### src/isa_pkg.sv
`default_nettype none

package isa_pkg;

	// format tags, top bits of the word
	localparam logic [2:0] FMT_A_TAG = 3'b110;
	localparam logic       FMT_B_TAG = 1'b0;
	localparam logic [1:0] FMT_C_TAG = 2'b10;
	localparam logic [3:0] FMT_D_TAG = 4'b1110;	// reserved, shares the 4-bit slot with E

	// compare opcodes never write a vector
	localparam logic [1:0] A_CMP_HI2 = 2'b01;	// opcode[5:4]
	localparam logic [3:0] A_CMP_HI4 = 4'b1011;	// opcode[5:2]
	localparam int         B_CMP_BIT = 4;		// b opcode bit

	// format c op types
	localparam logic [3:0] C_OP_BLOCK  = 4'b0111;	// block vector access
	localparam logic [3:0] C_OP_GATHER = 4'b1101;	// scatter/gather from here up

	// offsets are computed with an add
	localparam logic [5:0] ALU_OP_ADD = 6'd5;

	// second operand source, matches execute side
	typedef logic [1:0] op2_src_t;
	localparam op2_src_t OP2_SCALAR = 2'd0;
	localparam op2_src_t OP2_VECTOR = 2'd1;
	localparam op2_src_t OP2_IMM    = 2'd2;

	// mask source
	typedef logic [2:0] mask_src_t;
	localparam mask_src_t MASK_S1     = 3'd0;
	localparam mask_src_t MASK_S1_INV = 3'd1;
	localparam mask_src_t MASK_S2     = 3'd2;
	localparam mask_src_t MASK_S2_INV = 3'd3;
	localparam mask_src_t MASK_ALL    = 3'd4;	// no mask

	// register/register arithmetic
	typedef struct packed {
		logic [2:0] tag;		// 110
		logic [5:0] opcode;
		logic [2:0] a_type;		// scalar/vector combination
		logic [4:0] src2;
		logic [4:0] mask;
		logic [4:0] dest;
		logic [4:0] src1;
	} fmt_a_t;

	// register/immediate arithmetic
	typedef struct packed {
		logic       tag;		// 0
		logic [4:0] opcode;
		logic [1:0] b_type;
		logic [8:0] imm;
		logic [4:0] mask;
		logic [4:0] dest;
		logic [4:0] src1;
	} fmt_b_t;

	// memory access
	typedef struct packed {
		logic [1:0] tag;		// 10
		logic       is_load;
		logic [3:0] op_type;
		logic [9:0] imm;		// address offset
		logic [4:0] mask;
		logic [4:0] dest;		// load dest or store value
		logic [4:0] src1;		// base
	} fmt_c_t;

	// branch style, long immediate
	typedef struct packed {
		logic [3:0]  tag;		// 1110 is D, 1111 is E
		logic [1:0]  rsvd;
		logic [20:0] imm;
		logic [4:0]  src1;
	} fmt_e_t;

	// one word, several views of it
	typedef union packed {
		fmt_a_t fmt_a;
		fmt_b_t fmt_b;
		fmt_c_t fmt_c;
		fmt_e_t fmt_e;
	} instr_word_t;

endpackage

`default_nettype wire

### src/core_pkg.sv
`default_nettype none

package core_pkg;

	localparam int REG_ADDR_W = 5;
	localparam int WORD_W     = 32;
	localparam int NUM_LANES  = 16;
	localparam int NUM_REGS   = 1 << REG_ADDR_W;
	localparam int LANE_SEL_W = $clog2(NUM_LANES);

	typedef logic [REG_ADDR_W-1:0] reg_addr_t;
	typedef logic [WORD_W-1:0] word_t;
	typedef logic [NUM_LANES-1:0][WORD_W-1:0] vector_t;	// lane 0 in the low word
	typedef logic [NUM_LANES-1:0] lane_mask_t;
	typedef logic [LANE_SEL_W-1:0] lane_sel_t;

	// what the execute stage gets besides operand values
	typedef struct packed {
		word_t               instruction;
		word_t               pc;
		word_t               immediate;	// already sign extended
		isa_pkg::mask_src_t  mask_src;
		logic                op1_is_vector;
		isa_pkg::op2_src_t   op2_src;
		logic                store_value_is_vector;
		logic                has_writeback;
		reg_addr_t           writeback_reg;
		logic                writeback_is_vector;
		logic [5:0]          alu_op;
		lane_sel_t           lane_select;
	} decoded_t;

	// one write into either file
	typedef struct packed {
		logic       is_vector;		// picks the file
		reg_addr_t  reg_addr;
		lane_mask_t lane_mask;		// vector writes only
		word_t      scalar_value;
		vector_t    vector_value;
	} writeback_t;

endpackage

`default_nettype wire

### src/decode_stage.sv
`timescale 1ns/1ps
`default_nettype none

module decode_stage
	import isa_pkg::*;
	import core_pkg::*;
(
	input  wire         clk,
	input  wire         rst_n_i,
	input  wire instr_word_t instruction_i,
	input  wire word_t  pc_i,
	input  wire lane_sel_t lane_select_i,
	input  wire         flush_i,
	output reg_addr_t   scalar_sel1_o,
	output reg_addr_t   scalar_sel2_o,
	output reg_addr_t   vector_sel1_o,
	output reg_addr_t   vector_sel2_o,
	output decoded_t    decoded_o
);

	logic       is_fmt_a;
	logic       is_fmt_b;
	logic       is_fmt_c;
	logic       is_fmt_d;
	logic [2:0] a_type;
	logic [1:0] b_type;
	logic [3:0] c_op_type;
	logic [5:0] a_opcode;
	logic [4:0] b_opcode;
	logic       is_vec_xfer;	// block, strided or scatter/gather
	logic       is_scalar_store;
	logic       a_is_compare;
	logic       b_is_compare;
	decoded_t   decoded_nxt;

	assign is_fmt_a = instruction_i.fmt_a.tag == FMT_A_TAG;
	assign is_fmt_b = instruction_i.fmt_b.tag == FMT_B_TAG;
	assign is_fmt_c = instruction_i.fmt_c.tag == FMT_C_TAG;
	assign is_fmt_d = instruction_i.fmt_e.tag == FMT_D_TAG;

	assign a_type    = instruction_i.fmt_a.a_type;
	assign b_type    = instruction_i.fmt_b.b_type;
	assign c_op_type = instruction_i.fmt_c.op_type;
	assign a_opcode  = instruction_i.fmt_a.opcode;
	assign b_opcode  = instruction_i.fmt_b.opcode;

	assign is_vec_xfer     = c_op_type[3] || c_op_type == C_OP_BLOCK;
	assign is_scalar_store = is_fmt_c && !instruction_i.fmt_c.is_load && !is_vec_xfer;
	assign a_is_compare    = a_opcode[5:4] == A_CMP_HI2 || a_opcode[5:2] == A_CMP_HI4;
	assign b_is_compare    = b_opcode[B_CMP_BIT];

	// port selects go out unregistered
	// the files add the cycle, so data lines up with decoded_o
	always_comb
	begin
		scalar_sel1_o = instruction_i.fmt_a.src1;
		if (is_fmt_a && a_type inside {3'd1, 3'd2, 3'd3})
			scalar_sel1_o = instruction_i.fmt_a.mask;	// s2 busy with the scalar operand
	end

	always_comb
	begin
		if (is_scalar_store)
			scalar_sel2_o = instruction_i.fmt_c.dest;	// store value
		else if (is_fmt_a && !a_type[2])
			scalar_sel2_o = instruction_i.fmt_a.src2;
		else
			scalar_sel2_o = instruction_i.fmt_a.mask;
	end

	assign vector_sel1_o = instruction_i.fmt_a.src1;

	always_comb
	begin
		if (is_fmt_a && a_type inside {3'd4, 3'd5, 3'd6})
			vector_sel2_o = instruction_i.fmt_a.src2;	// vector/vector
		else
			vector_sel2_o = instruction_i.fmt_c.dest;	// store value
	end

	always_comb
	begin
		decoded_nxt = '0;
		decoded_nxt.instruction = instruction_i;
		decoded_nxt.pc          = pc_i;
		decoded_nxt.lane_select = lane_select_i;

		// immediate sign extended by format
		if (is_fmt_b)
			decoded_nxt.immediate = {{23{instruction_i.fmt_b.imm[8]}}, instruction_i.fmt_b.imm};
		else if (is_fmt_c || is_fmt_d)
			decoded_nxt.immediate = {{22{instruction_i.fmt_c.imm[9]}}, instruction_i.fmt_c.imm};
		else
			decoded_nxt.immediate = {{11{instruction_i.fmt_e.imm[20]}}, instruction_i.fmt_e.imm};

		// op1 from v1 or s1
		if (is_fmt_a)
			decoded_nxt.op1_is_vector = a_type != 3'd0;
		else if (is_fmt_b)
			decoded_nxt.op1_is_vector = b_type != 2'd0;
		else if (is_fmt_c)
			decoded_nxt.op1_is_vector = c_op_type >= C_OP_GATHER;	// vector of addresses

		if (is_fmt_a)
			decoded_nxt.op2_src = a_type[2] ? OP2_VECTOR : OP2_SCALAR;
		else
			decoded_nxt.op2_src = OP2_IMM;

		// mask source
		if (is_fmt_a)
		begin
			case (a_type)
				3'd0: decoded_nxt.mask_src = MASK_ALL;		// scalar/scalar
				3'd1: decoded_nxt.mask_src = MASK_ALL;		// vector/scalar
				3'd2: decoded_nxt.mask_src = MASK_S1;
				3'd3: decoded_nxt.mask_src = MASK_S1_INV;
				3'd4: decoded_nxt.mask_src = MASK_ALL;		// vector/vector
				3'd5: decoded_nxt.mask_src = MASK_S2;
				3'd6: decoded_nxt.mask_src = MASK_S2_INV;
				default: decoded_nxt.mask_src = MASK_S1;	// type 7 reserved
			endcase
		end
		else if (is_fmt_b)
		begin
			case (b_type)
				2'd2: decoded_nxt.mask_src = MASK_S2;
				2'd3: decoded_nxt.mask_src = MASK_S2_INV;
				default: decoded_nxt.mask_src = MASK_ALL;	// unmasked
			endcase
		end
		else if (is_fmt_c)
		begin
			case (c_op_type)
				4'd8, 4'd11, 4'd14: decoded_nxt.mask_src = MASK_S2;
				4'd9, 4'd12, 4'd15: decoded_nxt.mask_src = MASK_S2_INV;
				default: decoded_nxt.mask_src = MASK_ALL;
			endcase
		end
		else
			decoded_nxt.mask_src = MASK_ALL;

		decoded_nxt.store_value_is_vector = !(is_fmt_c && !is_vec_xfer);

		// memory ops add the offset
		if (is_fmt_a)
			decoded_nxt.alu_op = a_opcode;
		else if (is_fmt_b)
			decoded_nxt.alu_op = {1'b0, b_opcode};
		else
			decoded_nxt.alu_op = ALU_OP_ADD;

		// no writeback for the all zero word
		decoded_nxt.has_writeback = (is_fmt_a || is_fmt_b
			|| (is_fmt_c && instruction_i.fmt_c.is_load)) && instruction_i != '0;
		decoded_nxt.writeback_reg = instruction_i.fmt_a.dest;
		if (is_fmt_a)
			decoded_nxt.writeback_is_vector = !a_is_compare && a_type != 3'd0;
		else if (is_fmt_b)
			decoded_nxt.writeback_is_vector = !b_is_compare && b_type != 2'd0;
		else if (is_fmt_c)
			decoded_nxt.writeback_is_vector = is_vec_xfer;
	end

	// flush turns the pipeline register into a bubble
	always_ff @(posedge clk)
	begin
		if (!rst_n_i || flush_i)
			decoded_o <= '0;
		else
			decoded_o <= decoded_nxt;
	end

	// bubble seen one cycle after the flush
	a_flush_clears: assert property (@(posedge clk) flush_i |=> decoded_o == '0);

	a_mask_src_range: assert property (@(posedge clk) disable iff (!rst_n_i)
		decoded_o.mask_src <= MASK_ALL);

endmodule

`default_nettype wire

### config.mk
export PLATFORM = sky130hd
export DESIGN_NAME = decode_stage
export DESIGN_NICKNAME = d
export VERILOG_FILES = /design/src/isa_pkg.sv /design/src/core_pkg.sv /design/src/decode_stage.sv
export SDC_FILE = /design/constraint.sdc
export NUM_CORES = 1
export LEC_CHECK = 0
export BUFFER_PORTS_ARGS = -buffer_cell sky130_fd_sc_hd__buf_4
export CORE_ASPECT_RATIO = 1.5
export CORE_MARGIN = 2
export CORE_UTILIZATION = 40
export DETAILED_ROUTE_END_ITERATION = 10
export PLACE_DENSITY = 0.76
export SYNTH_ARGS = -nofsm -noshare
export SYNTH_HDL_FRONTEND = slang
export SYNTH_SLANG_ARGS = --single-unit
### constraint.sdc
create_clock -name clk -period 2.6 [get_ports clk]
set_clock_uncertainty 0.05 [all_clocks]
set_input_delay 0.78 -clock clk [delete_from_list [all_inputs] [get_ports clk]]
set_output_delay 0.78 -clock clk [all_outputs]
set_load 0.1 [all_outputs]
=== After elaboration in Yosys (flattened, before gate mapping) ===
Index checks and enable logic that the tools add are counted.
Widths: inputs -> output; s select.

* Flip-flop bits (word level): 120
* Input port bits: 71
* Output and inout bits: 140
* Logic and storage cells: 90

* Order comparisons: 1
* Equality and inequality tests: 19
* Muxes and demuxes: 22
* Bitwise operators: 2
* Reduce and logical (&&, ||, !) cells: 33

{| class="wikitable"
|+ Operator list
! cell !! count
|-
| $mux 32 || 2
|-
| $reduce_bool 32->1 || 1
|-
| $eq 4x4->1 const B || 7
|-
| $mux 5 || 5
|-
| $eq 3x3->1 const B || 4
|-
| $pmux 3 s2 || 2
|-
| $pmux 3 s4 || 1
|-
| $logic_and 1x1->1 || 10
|-
| $mux 3 || 3
|-
| $reduce_bool 3->1 || 3
|-
| $reduce_or 3->1 || 3
|-
| $logic_not 1->1 || 7
|-
| $mux 1 || 7
|-
| $eq 2x2->1 const B || 3
|-
| $eq 3x2->1 const B || 2
|-
| $logic_or 1x1->1 || 6
|-
| $mux 6 || 1
|-
| $eq 4x3->1 const B || 1
|-
| $ge 4x4->1 const B || 1
|-
| $eq 3x1->1 const B || 1
|-
| $logic_not 3->1 || 1
|-
| $eq 2x1->1 const B || 1
|-
| $mux 2 || 1
|-
| $not 1->1 || 2
|-
| 2 further kinds || 2
|}

=== Longest topological paths before layout ===
Gate-level depths: netlist of run 1.

* Depth after elaboration: 6
* Depth in mapped cells: 7
* Mapped depth without buffers: 4

=== Worst setup path before layout of run 1 ===
Ideal clock, no wire load.

* Path kind: in2out
* From: input instruction_i[26] in the netlist's numbering
* To: output scalar_sel2_o[0]
* Arrival time: 2.740 ns
* Data required time: 1.770 ns
* Setup slack: -0.970 ns
* Stages on the path: 5
* Buffers on the path: 2
* Cells stage by stage: buf_2 > nand3_1 > and4b_1 > buf_2 > o21ai_1

* Longest elaborated chain between the ends: 5

{| class="wikitable"
|+ RTL lines
! element !! RTL line !! source
|-
| start, declared || decode_stage.sv:10 || <nowiki>input wire instr_word_t instruction_i,</nowiki>
|-
| $eq 4x3->1 || decode_stage.sv:47 || <nowiki>assign is_vec_xfer = c_op_type[3] || c_op_type == C_OP_BLOCK;</nowiki>
|-
| $logic_or 1x1->1 || decode_stage.sv:47 ||
|-
| $logic_not 1->1 || decode_stage.sv:48 || <nowiki>assign is_scalar_store = is_fmt_c && !instruction_i.fmt_c.is_load && !is_vec_xfer;</nowiki>
|-
| $logic_and 1x1->1 || decode_stage.sv:48 ||
|-
| $mux 5 || decode_stage.sv:63 || <nowiki>if (is_scalar_store)</nowiki>
|-
| end, declared || decode_stage.sv:15 || <nowiki>output reg_addr_t scalar_sel2_o,</nowiki>
|}

Every way passes these cells.

=== Worst setup path in the final report of run 1 ===
* From: input instruction_i[29] in the netlist's numbering
* To: output vector_sel2_o[3]

* Longest elaborated chain between the ends: 3

{| class="wikitable"
|+ RTL lines
! element !! RTL line !! source
|-
| $eq 3x3->1 || decode_stage.sv:36 || <nowiki>assign is_fmt_a = instruction_i.fmt_a.tag == FMT_A_TAG;</nowiki>
|-
| $logic_and 1x1->1 || decode_stage.sv:75 || <nowiki>if (is_fmt_a && a_type inside {3'd4, 3'd5, 3'd6})</nowiki>
|-
| $mux 5 || decode_stage.sv:75 ||
|-
| end, declared || decode_stage.sv:17 || <nowiki>output reg_addr_t vector_sel2_o,</nowiki>
|}

Every way passes these cells.

==> key figures, run 1 <==
Floorplanning
  • Core Rows: 43
  • Horizontal die dimension: 83.4 µm
  • Top-level port count: 211
  • Initial core utilization: 41.1%
  • Die outline area: 10300 µm²
  • Die Span Y: 123 µm
  • Core area: 9200 µm²

Logic synthesis
  • Part of the Yosys area used for sequential elements: 55.1%
  • Unique masters post-synth: 45
  • Xor/xnor cell area share of the yosys netlist: 0.927%
  • Syn. warnings: 0
  • Count of flip-flops with a built-in enable after synthesis: 0
  • Fraction of registers with async set/reset: 0%
  • Adder and majority gate portion of the synthesized area: 0%
  • Cell taking the most area after synthesis: sky130_fd_sc_hd__dfxtp_1
  • Synthesized Nets: 424
  • Syn Inst Count: 353
  • Simple-gate share of the synthesized area: 20.4%
  • Avg Inst Size Synth: 10.7 µm²
  • Synthesis-stage register bit count: 104
  • Top cell types by occurrence after synthesis: sky130_fd_sc_hd__dfxtp_1 (104), sky130_fd_sc_hd__and2_1 (69), sky130_fd_sc_hd__buf_4 (23)
  • Mux contribution to synthesized area: 7.45%
  • Top area cells in the synthesized netlist: sky130_fd_sc_hd__dfxtp_1 (55%), sky130_fd_sc_hd__and2_1 (11%), sky130_fd_sc_hd__buf_4 (4.6%)
  • Area of the mapped netlist: 3780 µm²
  • Largest family of logic cells by synthesized area: simple AND/OR/NAND/NOR gates
  • Complex-gate fraction of the synthesized area: 8.01%
  • Dominant cell by count in the synthesized netlist: sky130_fd_sc_hd__dfxtp_1
  • Main synth FF type: sky130_fd_sc_hd__dfxtp_1
  • Fraction of synthesized cell area taken by the top area cell type: 55.1%

Cells and area
  • Area taken by flip-flops and latches: 2080 µm²
  • Final Net Count: 625
  • Area growth from synthesis to layout: 59.7%
  • Share of final-layout standard cells stronger than drive strength 1: 50.4%
  • Biggest registers after layout: decoded_o: 104 flops
  • Max reg flops: 104
  • Antenna cell count: 0
  • Fill count: 700
  • Multi-input gate area in the final layout: 1550 µm²
  • Largest register by flop count: decoded_o

Detailed routing
  • Antenna viol nets, final: 0
  • Number of DRC markers in iteration 0: 66
  • Detail-routed net length per standard cell: 16.7 µm
  • Vias after detailed routing: 3169
  • Final wirelength: 11.2 mm
  • First-pass iteration count of the detailed router: 4
  • Ratio of routed vias to standard cells: 4.72
  • DRC errors left: 0

Outcome
  • Result of the run: finished with violations
  • Violations in the final reports: negative setup slack

Place
  • Final RePlAce weighted congestion: 0.894
  • Estimated wirelength of the detail-placed design: 8.64 mm
  • Number of buffers added on ports: 210

Clocking
  • Number of sinks driven by the clock tree: 104
  • Buffer levels on the longest clock path: 2
  • TritonCTS clock tree: done
  • Total clock buffers created by CTS: 9
  • Level count of the clock H-tree: 3
  • Post-CTS Hold Fix Bufs: 0
  • CTS clock-pin slew for the worst setup and hold paths: 0.07 ns
  • Clock Root Buffer: sky130_fd_sc_hd__clkbuf_16

Power
  • Power Dens Cells: 691 nW/µm²
  • Static leakage: 0.00292 µW
  • Largest vdd supply drop: 0.480 mV
  • Post-layout power: 4180 µW

Timing
  • Final hold slack: 0.593 ns
  • Worst slew pin tran: 0.622 ns
  • Max Transition Viols Final: 0
  • Final hold violation count: 0
  • Final number of setup-violating endpoints: 15
  • Max Clock Freq: 362 MHz
  • Worst setup margin: -0.162 ns
  • Relative slew slack: 58.5%
  • Period utilisation layout: 106%
  • Clock period minus final worst setup slack: 2.76 ns
  • Setup repair after global routing missed its margin: yes

Global routing
  • Largest net degree at the start of global routing: 43
  • Layer with the highest usage after global routing: met2
  • Residual overflow from global routing: 0
  • Number of global-route vias before repair: 3166
  • Met3 Resource Use GR: 6.07%
  • Global-route wire length before repair: 16.7 mm
  • Met2 track demand over resource in global routing: 39.5%
  • Antenna violations before repair: 0
  • Fraction of met1 tracks used by global routing: 21.9%
  • Global routing usage summed across all routing layers: 21.2%

Setup path
  • Worst endpoint data arrival time: 1.93 ns
  • Critical path launch point type: primary input
  • Required time at the worst-slack endpoint: 1.77 ns
  • Category of the most critical setup path: primary input to output pin
  • Crit path capture type: output pin
  • Worst-path fanout max: 5

Worst hold path
  • Path class of the lowest-slack min-delay path: primary input to flop

Job
  • Max Cap Viol: 0
==> cell usage in the layout, fill, tap and decap left out, types with 4 or more instances in the layout <==
cell / count
sky130_fd_sc_hd__buf_4: 215
sky130_fd_sc_hd__dfxtp_1: 104
sky130_fd_sc_hd__and2_1: 69
sky130_fd_sc_hd__nor2_1: 18
sky130_fd_sc_hd__buf_12: 18
sky130_fd_sc_hd__a21o_1: 11
sky130_fd_sc_hd__mux2_4: 10
sky130_fd_sc_hd__mux2i_1: 10
sky130_fd_sc_hd__a21oi_1: 9
sky130_fd_sc_hd__clkbuf_16: 9
sky130_fd_sc_hd__nand2_1: 8
sky130_fd_sc_hd__nor4_1: 6
sky130_fd_sc_hd__mux2i_4: 5
sky130_fd_sc_hd__o21ai_4: 5
sky130_fd_sc_hd__nand2b_1: 4
sky130_fd_sc_hd__o21ai_1: 4
sky130_fd_sc_hd__a31oi_1: 4
==> final timing paths <==
path | slack [ns] | depth (start not counted) | from | endpoint
max | -0.16 | 6 | instruction_i[29] | vector_sel2_o[3]
min | 0.59 | 2 | pc_i[6] | decoded_o[62]
==> stage by stage <==
stage	worst slack [ns]	TNS, ns	cell area (µm²)	utilization, %	std cells
after floorplan	-0.211	-2.68	3860	-	353
after detailed placement	-0.264	-3.48	5460	59.3	653
after CTS	-0.172	-1.75	5990	65.2	671
after global routing	-0.182	-2.37	6040	65.6	671
final	-0.162	-1.98	6040	65.6	671
after global placement	-0.235	-3.22	5460	59.3	653
==> critical path, cell delays in order <==
cell and delay (ns):
sky130_fd_sc_hd__buf_6 0.09, sky130_fd_sc_hd__and3b_2 0.27, sky130_fd_sc_hd__nand2_4 0.06, sky130_fd_sc_hd__a21o_4 0.23, sky130_fd_sc_hd__mux2_4 0.33, sky130_fd_sc_hd__buf_12 0.17
==> power by group <==
group	switching (µW)	internal, µW	total, µW
Clock	548	647	1200
Sequential	21.8	1660	1680
Combinational	947	350	1300
==> metal layers <==
metal	vias to the layer above	routed length, µm	part of all wire [%]
li1	1541	-	-
met1	1447	3920	35
met2	160	6140	55
met3	21	870	7.8
met4	0	282	2.5
met5	-	0	0
==> kinds of logic after synthesis <==
group | Yosys count
compound gates | 45
xor+xnor | 4
buf+inv | 45
flops | 104
mux | 25
simple gates | 130
==> repair_timing <==
| item | 4_1_cts | 5_1_grt |
|---|---|---|
| buffers inserted | 2 | 0 |
| gates resized for setup | 58 | 8 |
| pin swaps | 2 | 4 |
| setup endpoints to repair | 15 | 15 |
==> area by class of cell <==
cell class,count,area share [%]
repair buffers,235,33.1
clock inverters,5,0.559
well taps,112,2.32
multi-input cells,204,25.7
flip-flops and latches,104,34.5
clock buffers,11,3.85
Power figures use the tool's default switching activity.
==> inputs of run 2 (changes only) <==
--- a/config.mk
+++ b/config.mk
@@ -8,9 +8,10 @@
 export BUFFER_PORTS_ARGS = -buffer_cell sky130_fd_sc_hd__buf_4
 export CORE_ASPECT_RATIO = 1.5
 export CORE_MARGIN = 2
-export CORE_UTILIZATION = 40
+export CORE_UTILIZATION = 45
 export DETAILED_ROUTE_END_ITERATION = 10
-export PLACE_DENSITY = 0.76
+export PLACE_DENSITY = 0.81
+export SKIP_LAST_GASP = 1
 export SYNTH_ARGS = -nofsm -noshare
 export SYNTH_HDL_FRONTEND = slang
 export SYNTH_SLANG_ARGS = --single-unit
==> constraint.sdc (replaced) <==
create_clock -name clk -period 3.3 [get_ports clk]
set_clock_uncertainty 0.05 [all_clocks]
set_input_delay 0.99 -clock clk [delete_from_list [all_inputs] [get_ports clk]]
set_output_delay 0.99 -clock clk [all_outputs]
set_load 0.1 [all_outputs]
==> key figures, run 2 (synthesis gave the netlist of run 1 again) <==
Setup path
  • Worst-path fanout max: 5 (unchanged)
  • Cell mode on critical path: sky130_fd_sc_hd__buf_4
  • Delay contributed by the slowest stage of the critical path: 0.31 ns (was 0.33 ns)
  • Critical path launch point type: primary input (unchanged)
  • Cell-by-cell listing of the critical path: buf_4 -> and3b_2 -> nand2_4 -> a21o_4 -> mux2_4 -> buf_4 (was buf_6 -> and3b_2 -> nand2_4 -> a21o_4 -> mux2_4 -> buf_12)
  • Worst endpoint data arrival time: 2.23 ns (was 1.93 ns)
  • Top delay family on crit path: buffers and inverters (was simple AND/OR/NAND/NOR gates)
  • Slowest-stage cell, CP: sky130_fd_sc_hd__mux2_4 (unchanged)
  • Critical path launch point: instruction_i[29] (unchanged)
  • Crit path capture type: output pin (unchanged)
  • Required time at the worst-slack endpoint: 2.26 ns (was 1.77 ns)
  • Buf/Inv on CP: 2 (unchanged)
  • Category of the most critical setup path: primary input to output pin (unchanged)

Timing
  • Final number of setup-violating endpoints: 0 (was 15)
  • Setup repair after global routing missed its margin: no (was yes)
  • Worst slew pin tran: 0.561 ns (was 0.622 ns)
  • Max Clock Freq: 306 MHz
  • Max Transition Viols Final: 0 (unchanged)
  • Setup Total Neg Slack: 0 ns (was -1.98 ns)
  • Period utilisation layout: 99.0%
  • Relative slew slack: 62.6% (was 58.5%)
  • Final hold violation count: 0 (unchanged)
  • Clock period minus final worst setup slack: 3.27 ns

Power
  • Power Dens Cells: 582 nW/µm² (was 691 nW/µm²)
  • Largest vdd supply drop: 0.330 mV (was 0.480 mV)
  • Static leakage: 0.00278 µW (was 0.00292 µW)
  • Post-layout power: 3290 µW (was 4180 µW)

Global routing
  • Largest net degree at the start of global routing: 65 (was 43)
  • Number of global-route vias before repair: 3053 (was 3166)
  • Residual overflow from global routing: 0 (unchanged)
  • Global routing usage summed across all routing layers: 23.9% (was 21.2%)
  • Global-route wire length before repair: 16.4 mm (was 16.7 mm)
  • Antenna violations before repair: 0 (unchanged)

Clocking
  • TritonCTS clock tree: done (unchanged)
  • Post-CTS Hold Fix Bufs: 0 (unchanged)
  • Total clock buffers created by CTS: 9 (unchanged)
  • CTS clock-pin slew for the worst setup and hold paths: 0.07 ns (about the same)
  • Clock Root Buffer: sky130_fd_sc_hd__clkbuf_16 (unchanged)
  • Post-CTS setup-driven buffer insertion count: 0 (was 2)
  • Number of sinks driven by the clock tree: 104 (unchanged)
  • Buffer levels on the longest clock path: 2 (unchanged)
  • Level count of the clock H-tree: 3 (unchanged)

Cells and area
  • Antenna cell count: 0 (unchanged)
  • Final Net Count: 617 (was 625)
  • Most common cell after layout, fill and taps aside: sky130_fd_sc_hd__buf_4 (unchanged)
  • Share of final-layout standard cells stronger than drive strength 1: 48.5% (was 50.4%)
  • Biggest registers after layout: decoded_o: 104 flops (unchanged)
  • Commonest non-fill, non-tap cells in the layout: sky130_fd_sc_hd__buf_4 (226), sky130_fd_sc_hd__dfxtp_1 (104), sky130_fd_sc_hd__and2_1 (69) (was sky130_fd_sc_hd__buf_4 (215), sky130_fd_sc_hd__dfxtp_1 (104), sky130_fd_sc_hd__and2_1 (69))
  • Max reg flops: 104 (unchanged)
  • Number of standard cells in the layout, taps in and fillers out: 658 (was 671)
  • Area growth from synthesis to layout: 49.4% (was 59.7%)
  • Largest register by flop count: decoded_o (unchanged)

Worst hold path
  • Path class of the lowest-slack min-delay path: primary input to flop (unchanged)
  • Launch instance of the worst min-delay path: pc_i[31] (was pc_i[6])
  • Worst Hold End: decoded_o[87] (was decoded_o[62])
  • Hold-critical path depth: 2 (unchanged)

Outcome
  • Result of the run: complete, no violations (was finished with violations)

Place
  • Estimated wirelength of the detail-placed design: 8.41 mm (was 8.64 mm)
  • Final RePlAce weighted congestion: 0.818 (was 0.894)
  • Number of buffers added on ports: 210 (unchanged)
  • Number of placed cells counting well taps: 642 (was 653)

Detailed routing
  • Detail-routed net length per standard cell: 16.9 µm (was 16.7 µm)
  • Final wirelength: 11.1 mm (was 11.2 mm)
  • DRC errors left: 0 (unchanged)
  • Antenna viol nets, final: 0 (unchanged)
  • Vias after detailed routing: 3176 (was 3169)
  • First-pass iteration count of the detailed router: 6 (was 4)
  • Ratio of routed vias to standard cells: 4.83 (was 4.72)
  • Number of DRC markers in iteration 0: 135 (was 66)

Job
  • Max Cap Viol: 0 (unchanged)

Floorplanning
  • Die Span Y: 116 µm (was 123 µm)
  • Top-level port count: 211 (unchanged)
  • Core Rows: 41 (was 43)
  • Initial core utilization: 45.5% (was 41.1%)
  • Horizontal die dimension: 78.8 µm (was 83.4 µm)
  • Die outline area: 9160 µm² (was 10300 µm²)
  • Core area: 8310 µm² (was 9200 µm²)
[run 2: cell types whose count changed in the layout (fill, tap and decap cells not counted), moves of 3 or more]
cell,delta
sky130_fd_sc_hd__mux2_2,+5
sky130_fd_sc_hd__o21ai_2,+5
sky130_fd_sc_hd__buf_12,-17
sky130_fd_sc_hd__buf_4,+11
sky130_fd_sc_hd__o21ai_4,-5
sky130_fd_sc_hd__mux2_4,-5
sky130_fd_sc_hd__mux2i_1,+5
sky130_fd_sc_hd__nand2_2,-3
sky130_fd_sc_hd__mux2i_4,-5
sky130_fd_sc_hd__nand2_1,+3
[run 2: repair_timing]
action,4_1_cts,5_1_grt
setup endpoints to repair,0,10
hold endpoints to repair,0,0
resized for setup,0,2
[run 2: worst max path at each step]
stage,endpoint,depth (start not counted)
6_report,vector_sel2_o[3],6
5_1_grt,scalar_sel2_o[4],7
4_1_cts,scalar_sel1_o[0],6
3_5_place_dp,scalar_sel1_o[0],6
3_3_place_gp,scalar_sel1_o[0],6
2_1_floorplan,scalar_sel2_o[0],5
[run 2: area by class of cell]
cell class / instances / area, µm²
Clock buffer: 11 / 253
Clock inverter: 5 / 37.5
Fill cell: 636 / 2660
Multi-Input combinational cell: 204 / 1420
Sequential cell: 104 / 2080
Tap cell: 107 / 134
Timing Repair Buffer: 227 / 1720
[run 2: metrics by stage]
stage	setup slack, ns	hold WS (ns)	instance area (µm²)	utilization [%]
finish	0.0340	0.793	5650	67.9
global route	0.00641	0.784	5650	67.9
CTS	0.0185	0.784	5640	67.9
detailed placement	0.0253	1.14	5350	64.4
global placement	0.0335	1.14	5350	64.4
floorplan	-0.191	1.05	3800	-
[run 2: layer usage]
layer | part of all wire (%) | GRT usage (%) | wire length (µm)
met5 | 0 | 0 | 0
met4 | 3.1 | 11.5 | 340
met3 | 6.3 | 4.71 | 697
met2 | 55 | 45.5 | 6060
met1 | 36 | 25.0 | 4010
[run 2: power breakdown]
group	leakage (µW)	switching (µW)	total [µW]	internal [µW]
Combinational	0.00179	731	955	225
Clock	0.000139	451	1010	556
Sequential	0.000854	17.3	1330	1310
Total	0.00278	1200	3290	2090
